$ cat src/design/cache_cfg_pkg.sv
// cache geometry helper functions and the hit-stage state encoding
package cache_cfg_pkg;

  //////////////////////////////////////////////////////////////////////
  // geometry helpers
  //////////////////////////////////////////////////////////////////////

  // sets = total bits / (line bits * ways)
  function automatic int no_of_sets(input int size, input int block_size, input int ways);
    return (size * 8) / (block_size * ways);
  endfunction

  // byte offset inside one line
  function automatic int no_of_block_offset_bits(input int block_size);
    return $clog2(block_size / 8);
  endfunction

  // set index width
  function automatic int no_of_index_bits(input int sets);
    return $clog2(sets);
  endfunction

  // whatever is left of the physical address
  function automatic int no_of_tag_bits(input int plen, input int idx_bits, input int offs_bits);
    return plen - idx_bits - offs_bits;
  endfunction

  // bus beats per line fill
  function automatic int no_of_beats(input int block_size, input int xlen);
    return block_size / xlen;
  endfunction

  //////////////////////////////////////////////////////////////////////
  // hit-stage states
  //////////////////////////////////////////////////////////////////////
  typedef enum logic [2:0] {
    ARMED,
    INVALIDATE,
    NONCACHEABLE,
    FILL,
    RECOVER
  } cache_state_t;

endpackage

$ cat src/design/biu_pkg.sv
// bus interface unit command encoding, data word type and bus constants
package biu_pkg;

  // width of one bus data beat
  localparam int BIU_DATA_W = 32;

  // bytes per beat, used for word alignment
  localparam int BIU_WORD_BYTES = BIU_DATA_W / 8;

  // one bus data word
  typedef logic [BIU_DATA_W-1:0] biu_word_t;

  // read-only command set
  // NOP when idle, READWORD is a single beat, READLINE is a full burst
  typedef enum logic [1:0] {
    BIUCMD_NOP      = 2'd0,
    BIUCMD_READWORD = 2'd1,
    BIUCMD_READLINE = 2'd2
  } biucmd_t;

endpackage

$ cat src/design/fill_if.sv
// line-fill interface between hit FSM, beat counter and cache store
`timescale 1ns/1ps

interface fill_if #(
  parameter int XLEN       = 32,
  parameter int BLOCK_SIZE = 128,
  parameter int WAYS       = 2
);

  // fsm side of a fill
  logic                  fill_start;
  logic                  beat_ack;
  logic [XLEN-1:0]       beat_data;
  logic [WAYS-1:0]       fill_we;

  // counter side
  logic                  last_beat;
  logic [BLOCK_SIZE-1:0] fill_line;

  // store side, one-hot victim of the addressed set
  logic [WAYS-1:0]       fill_way;

  modport fsm (
    output fill_start, beat_ack, beat_data, fill_we,
    input  last_beat, fill_way
  );

  modport counter (
    input  fill_start, beat_ack, beat_data,
    output last_beat, fill_line
  );

  modport store (
    input  fill_we, fill_line,
    output fill_way
  );

endinterface

$ cat src/design/cache_hit_fsm.sv
// hit-stage FSM: invalidate hold, miss and non-cacheable sequencing, stall and parcel outputs
`timescale 1ns/1ps

module cache_hit_fsm #(
  parameter int PLEN       = 32,
  parameter int BLOCK_SIZE = 128,
  parameter int WAYS       = 2
) (
  input  logic               clk_i,
  input  logic               rst_ni,

  // requester
  input  logic               req_i,
  input  logic [PLEN-1:0]    adr_i,
  input  logic               cacheable_i,
  input  logic               invalidate_i,

  // store lookup
  input  logic               hit_i,
  input  biu_pkg::biu_word_t hit_data_i,

  // bus response
  input  logic               biu_ack_i,
  input  logic               biu_err_i,
  input  biu_pkg::biu_word_t biu_q_i,

  fill_if.fsm                fill,

  output logic               invalidate_all_o,

  // bus request
  output logic               biu_req_o,
  output biu_pkg::biucmd_t   biu_cmd_o,
  output logic [PLEN-1:0]    biu_adr_o,

  // parcel back to requester
  output logic               stall_o,
  output biu_pkg::biu_word_t parcel_o,
  output logic               parcel_valid_o,
  output logic               parcel_error_o
);

  import cache_cfg_pkg::*;
  import biu_pkg::*;

  //////////////////////////////////////////////////////////////////////
  // constants
  //////////////////////////////////////////////////////////////////////
  localparam int BLK_OFFS_BITS = no_of_block_offset_bits(BLOCK_SIZE);

  // masks for line base and word base
  localparam logic [PLEN-1:0] LINE_MASK = ~PLEN'((1 << BLK_OFFS_BITS) - 1);
  localparam logic [PLEN-1:0] WORD_MASK = ~PLEN'(BIU_WORD_BYTES - 1);

  cache_state_t state_q;
  cache_state_t state_d;

  logic inv_hold_q;
  logic inv_pend;
  logic go_word;
  logic go_fill;
  logic bus_err;

  // invalidate seen now or earlier, not yet serviced
  assign inv_pend = invalidate_i | inv_hold_q;

  // new bus transfers only start from ARMED, invalidate wins
  assign go_word = (state_q == ARMED) & ~inv_pend & req_i & ~cacheable_i;
  assign go_fill = (state_q == ARMED) & ~inv_pend & req_i & cacheable_i & ~hit_i;

  // error only counts while a transfer is outstanding
  assign bus_err = biu_err_i & ((state_q == FILL) | (state_q == NONCACHEABLE));

  // keep the pulse until ARMED takes it
  always_ff @(posedge clk_i or negedge rst_ni)
  begin
    if (!rst_ni)
      inv_hold_q <= 1'b0;
    else
      inv_hold_q <= inv_pend & (state_q != ARMED);
  end

  //////////////////////////////////////////////////////////////////////
  // state sequencing
  //////////////////////////////////////////////////////////////////////
  always_comb
  begin
    state_d = state_q;
    unique case (state_q)
      ARMED:
      begin
        if (inv_pend)
          state_d = INVALIDATE;
        else if (go_word)
          state_d = NONCACHEABLE;
        else if (go_fill)
          state_d = FILL;
      end
      // valid bits drop at the edge leaving here
      INVALIDATE:   state_d = RECOVER;
      NONCACHEABLE:
      begin
        if (bus_err)
          state_d = RECOVER;
        else if (biu_ack_i)
          state_d = ARMED;
      end
      // last beat writes the line, an error drops it
      FILL:
      begin
        if (bus_err || fill.last_beat)
          state_d = RECOVER;
      end
      RECOVER:      state_d = ARMED;
      default:      state_d = ARMED;
    endcase
  end

  always_ff @(posedge clk_i or negedge rst_ni)
  begin
    if (!rst_ni)
      state_q <= ARMED;
    else
      state_q <= state_d;
  end

  //////////////////////////////////////////////////////////////////////
  // bus command
  //////////////////////////////////////////////////////////////////////

  // one-cycle request pulse on entry to FILL or NONCACHEABLE
  always_ff @(posedge clk_i or negedge rst_ni)
  begin
    if (!rst_ni)
    begin
      biu_req_o <= 1'b0;
      biu_cmd_o <= BIUCMD_NOP;
    end
    else
    begin
      biu_req_o <= go_fill | go_word;
      if (go_fill)
        biu_cmd_o <= BIUCMD_READLINE;
      else if (go_word)
        biu_cmd_o <= BIUCMD_READWORD;
      else
        biu_cmd_o <= BIUCMD_NOP;
    end
  end

  // line base for a fill, word base for a single read
  always_ff @(posedge clk_i)
  begin
    if (go_fill)
      biu_adr_o <= adr_i & LINE_MASK;
    else if (go_word)
      biu_adr_o <= adr_i & WORD_MASK;
  end

  //////////////////////////////////////////////////////////////////////
  // fill control
  //////////////////////////////////////////////////////////////////////
  assign fill.fill_start = go_fill;
  assign fill.beat_ack   = (state_q == FILL) & biu_ack_i;
  assign fill.beat_data  = biu_q_i;

  // write the store's victim way with the completed line
  assign fill.fill_we = {WAYS{(state_q == FILL) & fill.last_beat & ~biu_err_i}} & fill.fill_way;

  assign invalidate_all_o = (state_q == INVALIDATE);

  //////////////////////////////////////////////////////////////////////
  // requester side
  //////////////////////////////////////////////////////////////////////
  always_comb
  begin
    unique case (state_q)
      ARMED:        stall_o = inv_pend | (req_i & (~cacheable_i | ~hit_i));
      // released on the single ack or on error
      NONCACHEABLE: stall_o = ~(biu_ack_i | biu_err_i);
      // an error consumes the request, a good fill goes through RECOVER
      FILL:         stall_o = ~biu_err_i;
      default:      stall_o = 1'b1;
    endcase
  end

  // bus word only during a non-cacheable read
  assign parcel_o = (state_q == NONCACHEABLE) ? biu_q_i : hit_data_i;

  always_comb
  begin
    unique case (state_q)
      ARMED:        parcel_valid_o = req_i & cacheable_i & hit_i & ~inv_pend;
      NONCACHEABLE: parcel_valid_o = biu_ack_i & ~biu_err_i;
      default:      parcel_valid_o = 1'b0;
    endcase
  end

  assign parcel_error_o = bus_err;

endmodule

$ cat src/design/fill_beat_counter.sv
// burst beat counter and line assembly for cache fills
`timescale 1ns/1ps

module fill_beat_counter #(
  parameter int XLEN       = 32,
  parameter int BLOCK_SIZE = 128
) (
  input logic     clk_i,
  input logic     rst_ni,
  fill_if.counter fill
);

  import cache_cfg_pkg::*;

  localparam int BEATS    = no_of_beats(BLOCK_SIZE, XLEN);
  localparam int CNT_BITS = (BEATS > 1) ? $clog2(BEATS) : 1;

  logic [CNT_BITS-1:0]   beat_cnt_q;
  logic [BLOCK_SIZE-1:0] line_q;
  logic [BLOCK_SIZE-1:0] line_d;

  // beat index, restarts with every fill
  always_ff @(posedge clk_i or negedge rst_ni)
  begin
    if (!rst_ni)
      beat_cnt_q <= '0;
    else if (fill.fill_start)
      beat_cnt_q <= '0;
    else if (fill.beat_ack)
      beat_cnt_q <= beat_cnt_q + 1'b1;
  end

  // current beat merged in so the store sees a full line on the last ack
  always_comb
  begin
    line_d = line_q;
    if (fill.beat_ack)
      line_d[beat_cnt_q*XLEN +: XLEN] = fill.beat_data;
  end

  always_ff @(posedge clk_i)
  begin
    if (fill.beat_ack)
      line_q <= line_d;
  end

  assign fill.fill_line = line_d;

  // final beat of the burst
  assign fill.last_beat = fill.beat_ack & (beat_cnt_q == CNT_BITS'(BEATS - 1));

endmodule

$ cat src/design/cache_store.sv
// tag, valid and line arrays with way compare, word select and per-set victim
`timescale 1ns/1ps

module cache_store #(
  parameter int XLEN       = 32,
  parameter int PLEN       = 32,
  parameter int SIZE       = 256,
  parameter int BLOCK_SIZE = 128,
  parameter int WAYS       = 2
) (
  input  logic               clk_i,
  input  logic               rst_ni,

  input  logic [PLEN-1:0]    adr_i,
  input  logic               invalidate_all_i,

  fill_if.store              fill,

  output logic               hit_o,
  output biu_pkg::biu_word_t hit_data_o
);

  import cache_cfg_pkg::*;

  //////////////////////////////////////////////////////////////////////
  // geometry
  //////////////////////////////////////////////////////////////////////
  localparam int SETS          = no_of_sets(SIZE, BLOCK_SIZE, WAYS);
  localparam int BLK_OFFS_BITS = no_of_block_offset_bits(BLOCK_SIZE);
  localparam int IDX_BITS      = no_of_index_bits(SETS);
  localparam int TAG_BITS      = no_of_tag_bits(PLEN, IDX_BITS, BLK_OFFS_BITS);
  localparam int WORD_LSB      = $clog2(XLEN / 8);
  localparam int WORD_BITS     = (BLK_OFFS_BITS > WORD_LSB) ? BLK_OFFS_BITS - WORD_LSB : 1;
  localparam int VICT_BITS     = (WAYS > 1) ? $clog2(WAYS) : 1;

  // arrays
  logic [TAG_BITS-1:0]   tag_q  [WAYS][SETS];
  logic [BLOCK_SIZE-1:0] data_q [WAYS][SETS];
  logic [WAYS-1:0][SETS-1:0]      valid_q;
  logic [SETS-1:0][VICT_BITS-1:0] victim_q;

  // address split
  logic [IDX_BITS-1:0]  idx;
  logic [TAG_BITS-1:0]  adr_tag;
  logic [WORD_BITS-1:0] word_sel;

  logic [WAYS-1:0]       hit_way;
  logic [BLOCK_SIZE-1:0] hit_line;

  assign idx      = adr_i[BLK_OFFS_BITS +: IDX_BITS];
  assign adr_tag  = adr_i[PLEN-1 -: TAG_BITS];
  assign word_sel = WORD_BITS'(adr_i[BLK_OFFS_BITS-1:0] >> WORD_LSB);

  //////////////////////////////////////////////////////////////////////
  // lookup
  //////////////////////////////////////////////////////////////////////

  // tag compare in every way
  always_comb
  begin
    for (int w = 0; w < WAYS; w++)
      hit_way[w] = valid_q[w][idx] & (tag_q[w][idx] == adr_tag);
  end

  // at most one way hits
  always_comb
  begin
    hit_line = '0;
    for (int w = 0; w < WAYS; w++)
    begin
      if (hit_way[w])
        hit_line = data_q[w][idx];
    end
  end

  assign hit_o      = |hit_way;
  assign hit_data_o = hit_line[word_sel*XLEN +: XLEN];

  // victim of the addressed set, one-hot
  assign fill.fill_way = WAYS'(1) << victim_q[idx];

  //////////////////////////////////////////////////////////////////////
  // fill write
  //////////////////////////////////////////////////////////////////////
  always_ff @(posedge clk_i)
  begin
    for (int w = 0; w < WAYS; w++)
    begin
      if (fill.fill_we[w])
      begin
        tag_q[w][idx]  <= adr_tag;
        data_q[w][idx] <= fill.fill_line;
      end
    end
  end

  // valid bits and victim pointers
  // the victim moves on after each fill, back to way 0 on invalidate
  always_ff @(posedge clk_i or negedge rst_ni)
  begin
    if (!rst_ni)
    begin
      valid_q  <= '0;
      victim_q <= '0;
    end
    else if (invalidate_all_i)
    begin
      valid_q  <= '0;
      victim_q <= '0;
    end
    else if (|fill.fill_we)
    begin
      for (int w = 0; w < WAYS; w++)
      begin
        if (fill.fill_we[w])
          valid_q[w][idx] <= 1'b1;
      end
      if (victim_q[idx] == VICT_BITS'(WAYS - 1))
        victim_q[idx] <= '0;
      else
        victim_q[idx] <= victim_q[idx] + 1'b1;
    end
  end

endmodule

$ cat src/design/icache_top.sv
// read-only cache top level: hit FSM, fill beat counter and store
`timescale 1ns/1ps

module icache_top #(
  parameter int XLEN       = 32,
  parameter int PLEN       = 32,
  parameter int SIZE       = 256,
  parameter int BLOCK_SIZE = 128,
  parameter int WAYS       = 2
) (
  input  logic               clk_i,
  input  logic               rst_ni,

  // requester
  input  logic               req_i,
  input  logic [PLEN-1:0]    adr_i,
  input  logic               cacheable_i,
  input  logic               invalidate_i,
  output logic               stall_o,
  output biu_pkg::biu_word_t parcel_o,
  output logic               parcel_valid_o,
  output logic               parcel_error_o,

  // bus interface unit
  output logic               biu_req_o,
  output biu_pkg::biucmd_t   biu_cmd_o,
  output logic [PLEN-1:0]    biu_adr_o,
  input  logic               biu_ack_i,
  input  biu_pkg::biu_word_t biu_q_i,
  input  logic               biu_err_i
);

  // lookup result and invalidate strobe
  logic               hit;
  biu_pkg::biu_word_t hit_data;
  logic               invalidate_all;

  // line fill path
  fill_if #(
    .XLEN       (XLEN),
    .BLOCK_SIZE (BLOCK_SIZE),
    .WAYS       (WAYS)
  ) u_fill ();

  cache_hit_fsm #(
    .PLEN       (PLEN),
    .BLOCK_SIZE (BLOCK_SIZE),
    .WAYS       (WAYS)
  ) u_fsm (
    .clk_i            (clk_i),
    .rst_ni           (rst_ni),
    .req_i            (req_i),
    .adr_i            (adr_i),
    .cacheable_i      (cacheable_i),
    .invalidate_i     (invalidate_i),
    .hit_i            (hit),
    .hit_data_i       (hit_data),
    .biu_ack_i        (biu_ack_i),
    .biu_err_i        (biu_err_i),
    .biu_q_i          (biu_q_i),
    .fill             (u_fill.fsm),
    .invalidate_all_o (invalidate_all),
    .biu_req_o        (biu_req_o),
    .biu_cmd_o        (biu_cmd_o),
    .biu_adr_o        (biu_adr_o),
    .stall_o          (stall_o),
    .parcel_o         (parcel_o),
    .parcel_valid_o   (parcel_valid_o),
    .parcel_error_o   (parcel_error_o)
  );

  fill_beat_counter #(
    .XLEN       (XLEN),
    .BLOCK_SIZE (BLOCK_SIZE)
  ) u_cnt (
    .clk_i  (clk_i),
    .rst_ni (rst_ni),
    .fill   (u_fill.counter)
  );

  // request address goes straight to the arrays
  cache_store #(
    .XLEN       (XLEN),
    .PLEN       (PLEN),
    .SIZE       (SIZE),
    .BLOCK_SIZE (BLOCK_SIZE),
    .WAYS       (WAYS)
  ) u_store (
    .clk_i            (clk_i),
    .rst_ni           (rst_ni),
    .adr_i            (adr_i),
    .invalidate_all_i (invalidate_all),
    .fill             (u_fill.store),
    .hit_o            (hit),
    .hit_data_o       (hit_data)
  );

endmodule

$ cat config.mk
export PLATFORM = sky130hd
export DESIGN_NAME = icache_top
export DESIGN_NICKNAME = d
export VERILOG_FILES = /design/src/design/cache_cfg_pkg.sv /design/src/design/biu_pkg.sv /design/src/design/fill_if.sv /design/src/design/cache_hit_fsm.sv /design/src/design/fill_beat_counter.sv /design/src/design/cache_store.sv /design/src/design/icache_top.sv
export SDC_FILE = /design/constraint.sdc
export NUM_CORES = 2
export LEC_CHECK = 0
export BUFFER_PORTS_ARGS = -buffer_cell sky130_fd_sc_hd__buf_2
export CORE_MARGIN = 2
export CORE_UTILIZATION = 30
export CTS_BUF_LIST = sky130_fd_sc_hd__clkbuf_16
export CTS_CLUSTER_DIAMETER = 150
export DETAILED_ROUTE_END_ITERATION = 7
export PLACE_DENSITY_LB_ADDON = 0.2
export SYNTH_ARGS = -nofsm -noshare
export SYNTH_HDL_FRONTEND = slang
export SYNTH_HIERARCHICAL = 1
export SYNTH_SLANG_ARGS = --single-unit
$ cat constraint.sdc
create_clock -name clk_i -period 9.8 [get_ports clk_i]
set_input_delay 0.98 -clock clk_i [delete_from_list [all_inputs] [get_ports clk_i]]
set_output_delay 0.98 -clock clk_i [all_outputs]
set_load 0.005 [all_outputs]
Word level (Yosys, flattened, before mapping)
Memories as Yosys holds them, arrays and structs flattened.
Cells that the tools add are included.
{"block": "word_totals", "regBits": 191, "ramBits": 2448, "inputBits": 71, "out_inout_bits": 70, "memories": 2}
{"block": "classes", "n_addsub": 3, "order_cmp": 4, "n_eq_ne": 9, "shift": 4, "n_mux": 58, "n_bitwise": 35, "n_reduce_logical": 15}
{"name": "u_store.data_q", "words": 2, "width": 1024, "rd": 2, "rd_ports_with_merged_regs": 0, "write_ports": 2, "line": "cache_store.sv:38", "text": "logic [BLOCK_SIZE-1:0] data_q [WAYS][SETS];"}
{"name": "u_store.tag_q", "words": 2, "width": 200, "rd": 2, "rd_ports_with_merged_regs": 0, "write_ports": 2, "line": "cache_store.sv:37", "text": "logic [TAG_BITS-1:0] tag_q [WAYS][SETS];"}
{"cell": "1024-bit 2-to-1 mux", "count": 2}
{"cell": "128-bit 2-to-1 mux", "count": 8}
{"cell": "128-bit binary-select mux with 3-bit select", "count": 2}
{"cell": "200-bit 2-to-1 mux", "count": 2}
{"cell": "128-bit demux with 3-bit select", "count": 1}
{"cell": "25-bit binary-select mux with 3-bit select", "count": 2}
{"cell": "128-bit bitwise mux", "count": 1}
{"cell": "32-bit by 34-bit variable shift with 128-bit output (first input constant)", "count": 1}
{"cell": "128-bit by 8-bit indexed part select with 32-bit output", "count": 1}
{"cell": "32-bit by 34-bit indexed part select with 128-bit output", "count": 1}
{"cell": "25-bit 2-to-1 mux", "count": 5}
{"cell": "32-bit 2-to-1 mux", "count": 3}
{"cell": "25-bit demux with 3-bit select", "count": 1}
{"cell": "25-bit == test", "count": 2}
{"cell": "8-bit 2-to-1 mux", "count": 5}
{"cell": "7-bit negation with 34-bit output", "count": 1}
{"cell": "16-bit 2-to-1 mux", "count": 2}
{"cell": "1-bit AND", "count": 18}
{"cell": "3-bit 2-to-1 mux", "count": 6}
{"cell": "8-bit bitwise OR", "count": 2}
{"cell": "3-bit case mux with 4 select lines", "count": 1}
{"cell": "2-bit nonzero test", "count": 5}
{"cell": "1-bit binary-select mux with 3-bit select", "count": 3}
{"cell": "8-bit AND", "count": 1}
{"cell": "31 further kinds", "count": 52}

Logic depth before layout (Yosys ltp)
{"block": "depth", "depth_word": 13, "ltp_mapped": 18, "mapped_depth_nobuf": 12}

Modules after synthesis
The synthesis kept the hierarchy.
{"module": "cache_store", "instances": 1, "cells_per_inst": 5164, "area_each_um2": 93290.7, "seq_area_each_um2": 74111.1}
{"module": "fill_beat_counter", "instances": 1, "cells_per_inst": 371, "area_each_um2": 6058.3, "seq_area_each_um2": 3893.7}
{"module": "cache_hit_fsm", "instances": 1, "cells_per_inst": 177, "area_each_um2": 2150.8, "seq_area_each_um2": 1056.0}

Worst setup path after synthesis
Ideal clock, no wire load.
{"block": "synth_path", "kind": "input -> register", "start": "input biu_ack_i", "end": "memory u_store/data_q[0][384] in the netlist's numbering (enable)", "setup_ps": 533, "arrival_ps": 7378, "required_time_ps": 9267, "setup_slack_ps": 1889, "cell_stages": 8, "path_buffers": 1, "path_cell_list": "and3_2 -> nand2_1 -> clkbuf_1 -> inv_1 -> nand2_1 -> nor3_1 -> and2_1 -> and3_1"}
{"element": "from (decl)", "line": "icache_top.sv:28", "text": "input logic biu_ack_i,"}
{"element": "to (decl)", "line": "cache_store.sv:38"}

Final worst setup path
{"block": "layout_path", "start": "input adr_i[4]", "end": "output parcel_o[26]"}
{"block": "layout_between", "elab_chain_len": 10, "elab_cells_between_ends": 25, "classes_between": "2 x eq/ne; 1 x shift; 19 x mux; 3 x bitwise"}
{"element": "from (decl)", "line": "icache_top.sv:16", "text": "input logic [PLEN-1:0] adr_i,"}
{"element": "3-bit inverter with 4-bit output (not written as such)", "line": "cache_store.sv:62, cache_store.sv:72"}
{"element": "25-bit binary-select mux with 3-bit select", "line": "cache_store.sv:62", "text": "hit_way[w] = valid_q[w][idx] & (tag_q[w][idx] == adr_tag);"}
{"element": "25-bit 2-to-1 mux (not written as such) (2 in series)", "line": "cache_store.sv:62"}
{"element": "25-bit == test", "line": "cache_store.sv:62"}
{"element": "1-bit AND", "line": "cache_store.sv:62"}
{"element": "128-bit 2-to-1 mux", "line": "cache_store.sv:71", "text": "if (hit_way[w])"}
{"element": "128-bit 2-to-1 mux *", "line": "cache_store.sv:71"}
{"element": "128-bit by 8-bit indexed part select with 32-bit output *", "line": "cache_store.sv:77", "text": "assign hit_data_o = hit_line[word_sel*XLEN +: XLEN];"}
{"element": "via hit_data[26]", "line": "icache_top.sv:35", "text": "biu_pkg::biu_word_t hit_data;"}
{"element": "32-bit 2-to-1 mux *", "line": "cache_hit_fsm.sv:188", "text": "assign parcel_o = (state_q == NONCACHEABLE) ? biu_q_i : hit_data_i;"}
{"element": "to (decl)", "line": "icache_top.sv:20", "text": "output biu_pkg::biu_word_t parcel_o,"}
The timed path passes the listed nets; every way through them passes the cells marked *. The select of a mux whose other input is x is not followed.

==> impl_metrics.ini <==
[cells_and_area]
fin_area_mm2 = 0.117
final_common_cell = edfxtp_1
area_growth_pct = 15.1
drive_gt1_share_pct = 17.9
finalNetCount = 5968
layout.cells.most_common_list = 2,604 x edfxtp_1, 336 x o22ai_1, 298 x clkbuf_16, 193 x mux2i_1, 193 x mux2_2

[sta]
min_period_over_period_pct = 77.7
setup_viol = 0
tightestPinTransition_ps = 1290
finalMaxSlewViolations = 0
rsz0062_at_grt = false
finalHoldViolCount = 0
relSlewSlack_pct = 14.3
min_period_ps = 7610
fin_skew_ps = 90.6
fmax_mhz = 131
setup-tns-final_ps = 0

[yosys]
yosysUniqueCellTypes = 96
synth_edf_count = 2604
synth_top_area_share_pct = 77.0
synthArstFlopShare_pct = 1.25
synth_area_leader_cell = edfxtp_1
ys_seq_elements = 2639
synthCells = 5712
avgSynthCellArea_um2 = 17.8
yosysWarnings = 6
ys.flop_type = edfxtp_1
synth_area_mm2 = 0.101
ys_seq_area_share_pct = 77.9
ys_top_cells_by_area = edfxtp_1 77%, mux2_2 2.1%, o22ai_1 2.1%

[floorplan]
die_area_mm2 = 0.343
initial_utilization_pct = 30.2
die_y_um = 586
ios = 141
core_mm2 = 0.337
die_w_um = 586
std_cell_rows = 213

[power]
internal_power_mw = 19.0
p_clk_share_pct = 42.9
seqPwrFrac_pct = 50.4
ir_drop_uv = 180
swShare_pct = 23.3
p_leak_nw = 36.8
pwr-share-comb_pct = 6.8
p_switching_mw = 5.77
power_density_mw_per_mm2 = 212

[worst_setup_path]
setup.worst_path.class = in -> out
worstPathRequired_ps = 8820
crit_path_frequent_cell = buf_4
startpoint_type = input pin
crit_family = simple AND/OR/NAND/NOR gates
cpPeakStageDelay_ps = 790
path_cells = buf_8 > buf_4 > nand2b_1 > o22a_1 > o211ai_1 > xor2_1 > a2111oi_0 > nand4_2 > o21a_1 > buf_4 > nor4_1 > mux2_2 > buf_2
crit_fanout = 68
crit_arrival_ps = 6630
cp_slowest_cell = a2111oi_0
cp_num_buf_inv = 4
cp-end-kind = output port

[drt]
viasPerCell = 5.60
dr.pass1.iters = 5
wl_per_cell_um = 33.6
vias = 59400
drc = 0
routed_wl_um = 357000
drt_iter0_drc = 6973
drtAntennaViolNets = 0

[grt]
grt_usage_pct = 20.4
antenna_found_initial = 22
overflow = 0
grt_pass1_vias = 58300
gr-usage-met3_pct = 2.72
grt_start_max_net_pins = 102
grt_use_met1_pct = 28.8
grt_first_pass_wirelength_um = 489000
top_usage_layer = met2
grt_use_met2_pct = 33.2

[clock_tree]
ctsLongestPathBuffers = 4
cts_resized = 0
clkTransAtPathRegs_ps = 60
cts_hold_buf = 0
post_cts_buffers = 0
htree_levels = 5
cts_tree = built
numClockSinks = 2639
root_buffer = clkbuf_16
insertion_delay_ps = 870
cts_made_buffers = 294

[placed_design]
io_buffers = 136
dpl_cell_area_mm2 = 0.108
gp_congestion = 0.751
dpl.hpwl_um = 183000

[run_status]
outcome = completed

[hold_path]
hold_class = in -> async

[run]
maxCapViolations = 0
## cells in the mapped netlist (28+ instances only)
master,instances
nand4_1,32
o22ai_1,336
nor3_1,34
o21ai_0,121
a221oi_1,121
mux2i_1,193
mux4_2,69
a22o_1,53
nand3_1,81
o211ai_1,35
a211oi_1,28
dfrtp_1,33
a221o_1,31
and2_1,49
nor4_1,50
buf_2,96
a21oi_1,182
a32o_1,87
nor2_1,186
buf_4,55
a22oi_1,177
o221ai_1,57
buf_1,48
edfxtp_1,2604
clkbuf_1,213
o2bb2ai_2,28
mux2_2,193
nand2_1,146
## cells by family after synthesis
logic type / share of synthesized area (%)
AND/OR/NAND/NOR: 3.39
buffers and inverters: 2.14
other: 0.00369
adder cells (fa/ha/maj): 0.0616
multiplexers: 5.66
flip-flops: 77.9
AO/OA/AOI/OAI: 10.5
XOR/XNOR: 0.380
## flip-flops by register name (all words and copies together), names as in the netlist
| register | flops |
|---|---|
| u_store/victim_q | 8 |
| u_store/valid_q | 16 |
| u_store/tag_q | 400 |
| u_cnt/beat_cnt_q | 2 |
| u_fsm/biu_adr_o | 30 |
| u_fsm/biu_req_o | 1 |
| u_cnt/line_q | 128 |
| u_fsm/inv_hold_q | 1 |
| u_fsm/state_q | 3 |
| u_store/data_q | 2048 |
| u_fsm/biu_cmd_o | 2 |
## final timing paths
check                                     start                  end  slack [ps]  depth (start not counted)
setup reg to reg           u_store/tag_q[0][47]  u_fsm/biu_adr_o[29]        4380                         13
max in group asynchronous                rst_ni  u_store/victim_q[0]        8890                          1
setup / recovery                       adr_i[4]         parcel_o[26]        2190                         13
hold / removal                           rst_ni  u_cnt/beat_cnt_q[0]         290                          1
hold reg to reg              u_fsm/biu_adr_o[2]   u_fsm/biu_adr_o[2]         470                          1
min in group clk_i                 invalidate_i     u_fsm/inv_hold_q         450                          3
## layer usage
| metal | share of wire [%] | wire [µm] | vias to the layer above |
|---|---|---|---|
| met5 | 0.0036 | 13 | - |
| met4 | 2.4 | 8490 | 2 |
| met3 | 6.9 | 24800 | 479 |
| met2 | 47 | 168000 | 2542 |
| met1 | 44 | 156000 | 32400 |
| li1 | - | - | 24000 |
## area by class of cell
type / count / area [µm²]
multi-input cells: 2627 / 20500
well taps: 4515 / 5650
clock buffers: 298 / 7460
diodes: 4 / 10.0
fillers: 31800 / 220000
repair buffers: 319 / 2510
flip-flops and latches: 2639 / 79100
inverters: 11 / 47.5
clock inverters: 207 / 1590
## power by group through the flow
stage / Sequential [mW] / Clock, mW / Combinational [mW]
2_1_floorplan: 12.7 / 0 / 0.884
3_3_place_gp: 12.7 / 0 / 1.64
6_report: 12.5 / 10.6 / 1.67
5_1_grt: 12.5 / 11.2 / 1.74
3_5_place_dp: 12.7 / 0 / 1.66
4_1_cts: 12.5 / 10.8 / 1.65
## per-stage QoR
stage          utilization [%]  total power [mW]  hold slack, ps  setup WS, ps  std cells
3_5_place_dp              32.0              14.3             451          2020      10100
6_report                  34.7              24.7             287          2190      10600
5_1_grt                   34.7              25.4             305          2090      10600
3_3_place_gp              32.0              14.3             454          2010      10100
2_1_floorplan                -              13.6             461          1890       5713
4_1_cts                   34.7              24.9             237          2000      10600
No activity file was read; power rests on OpenSTA's default activity.
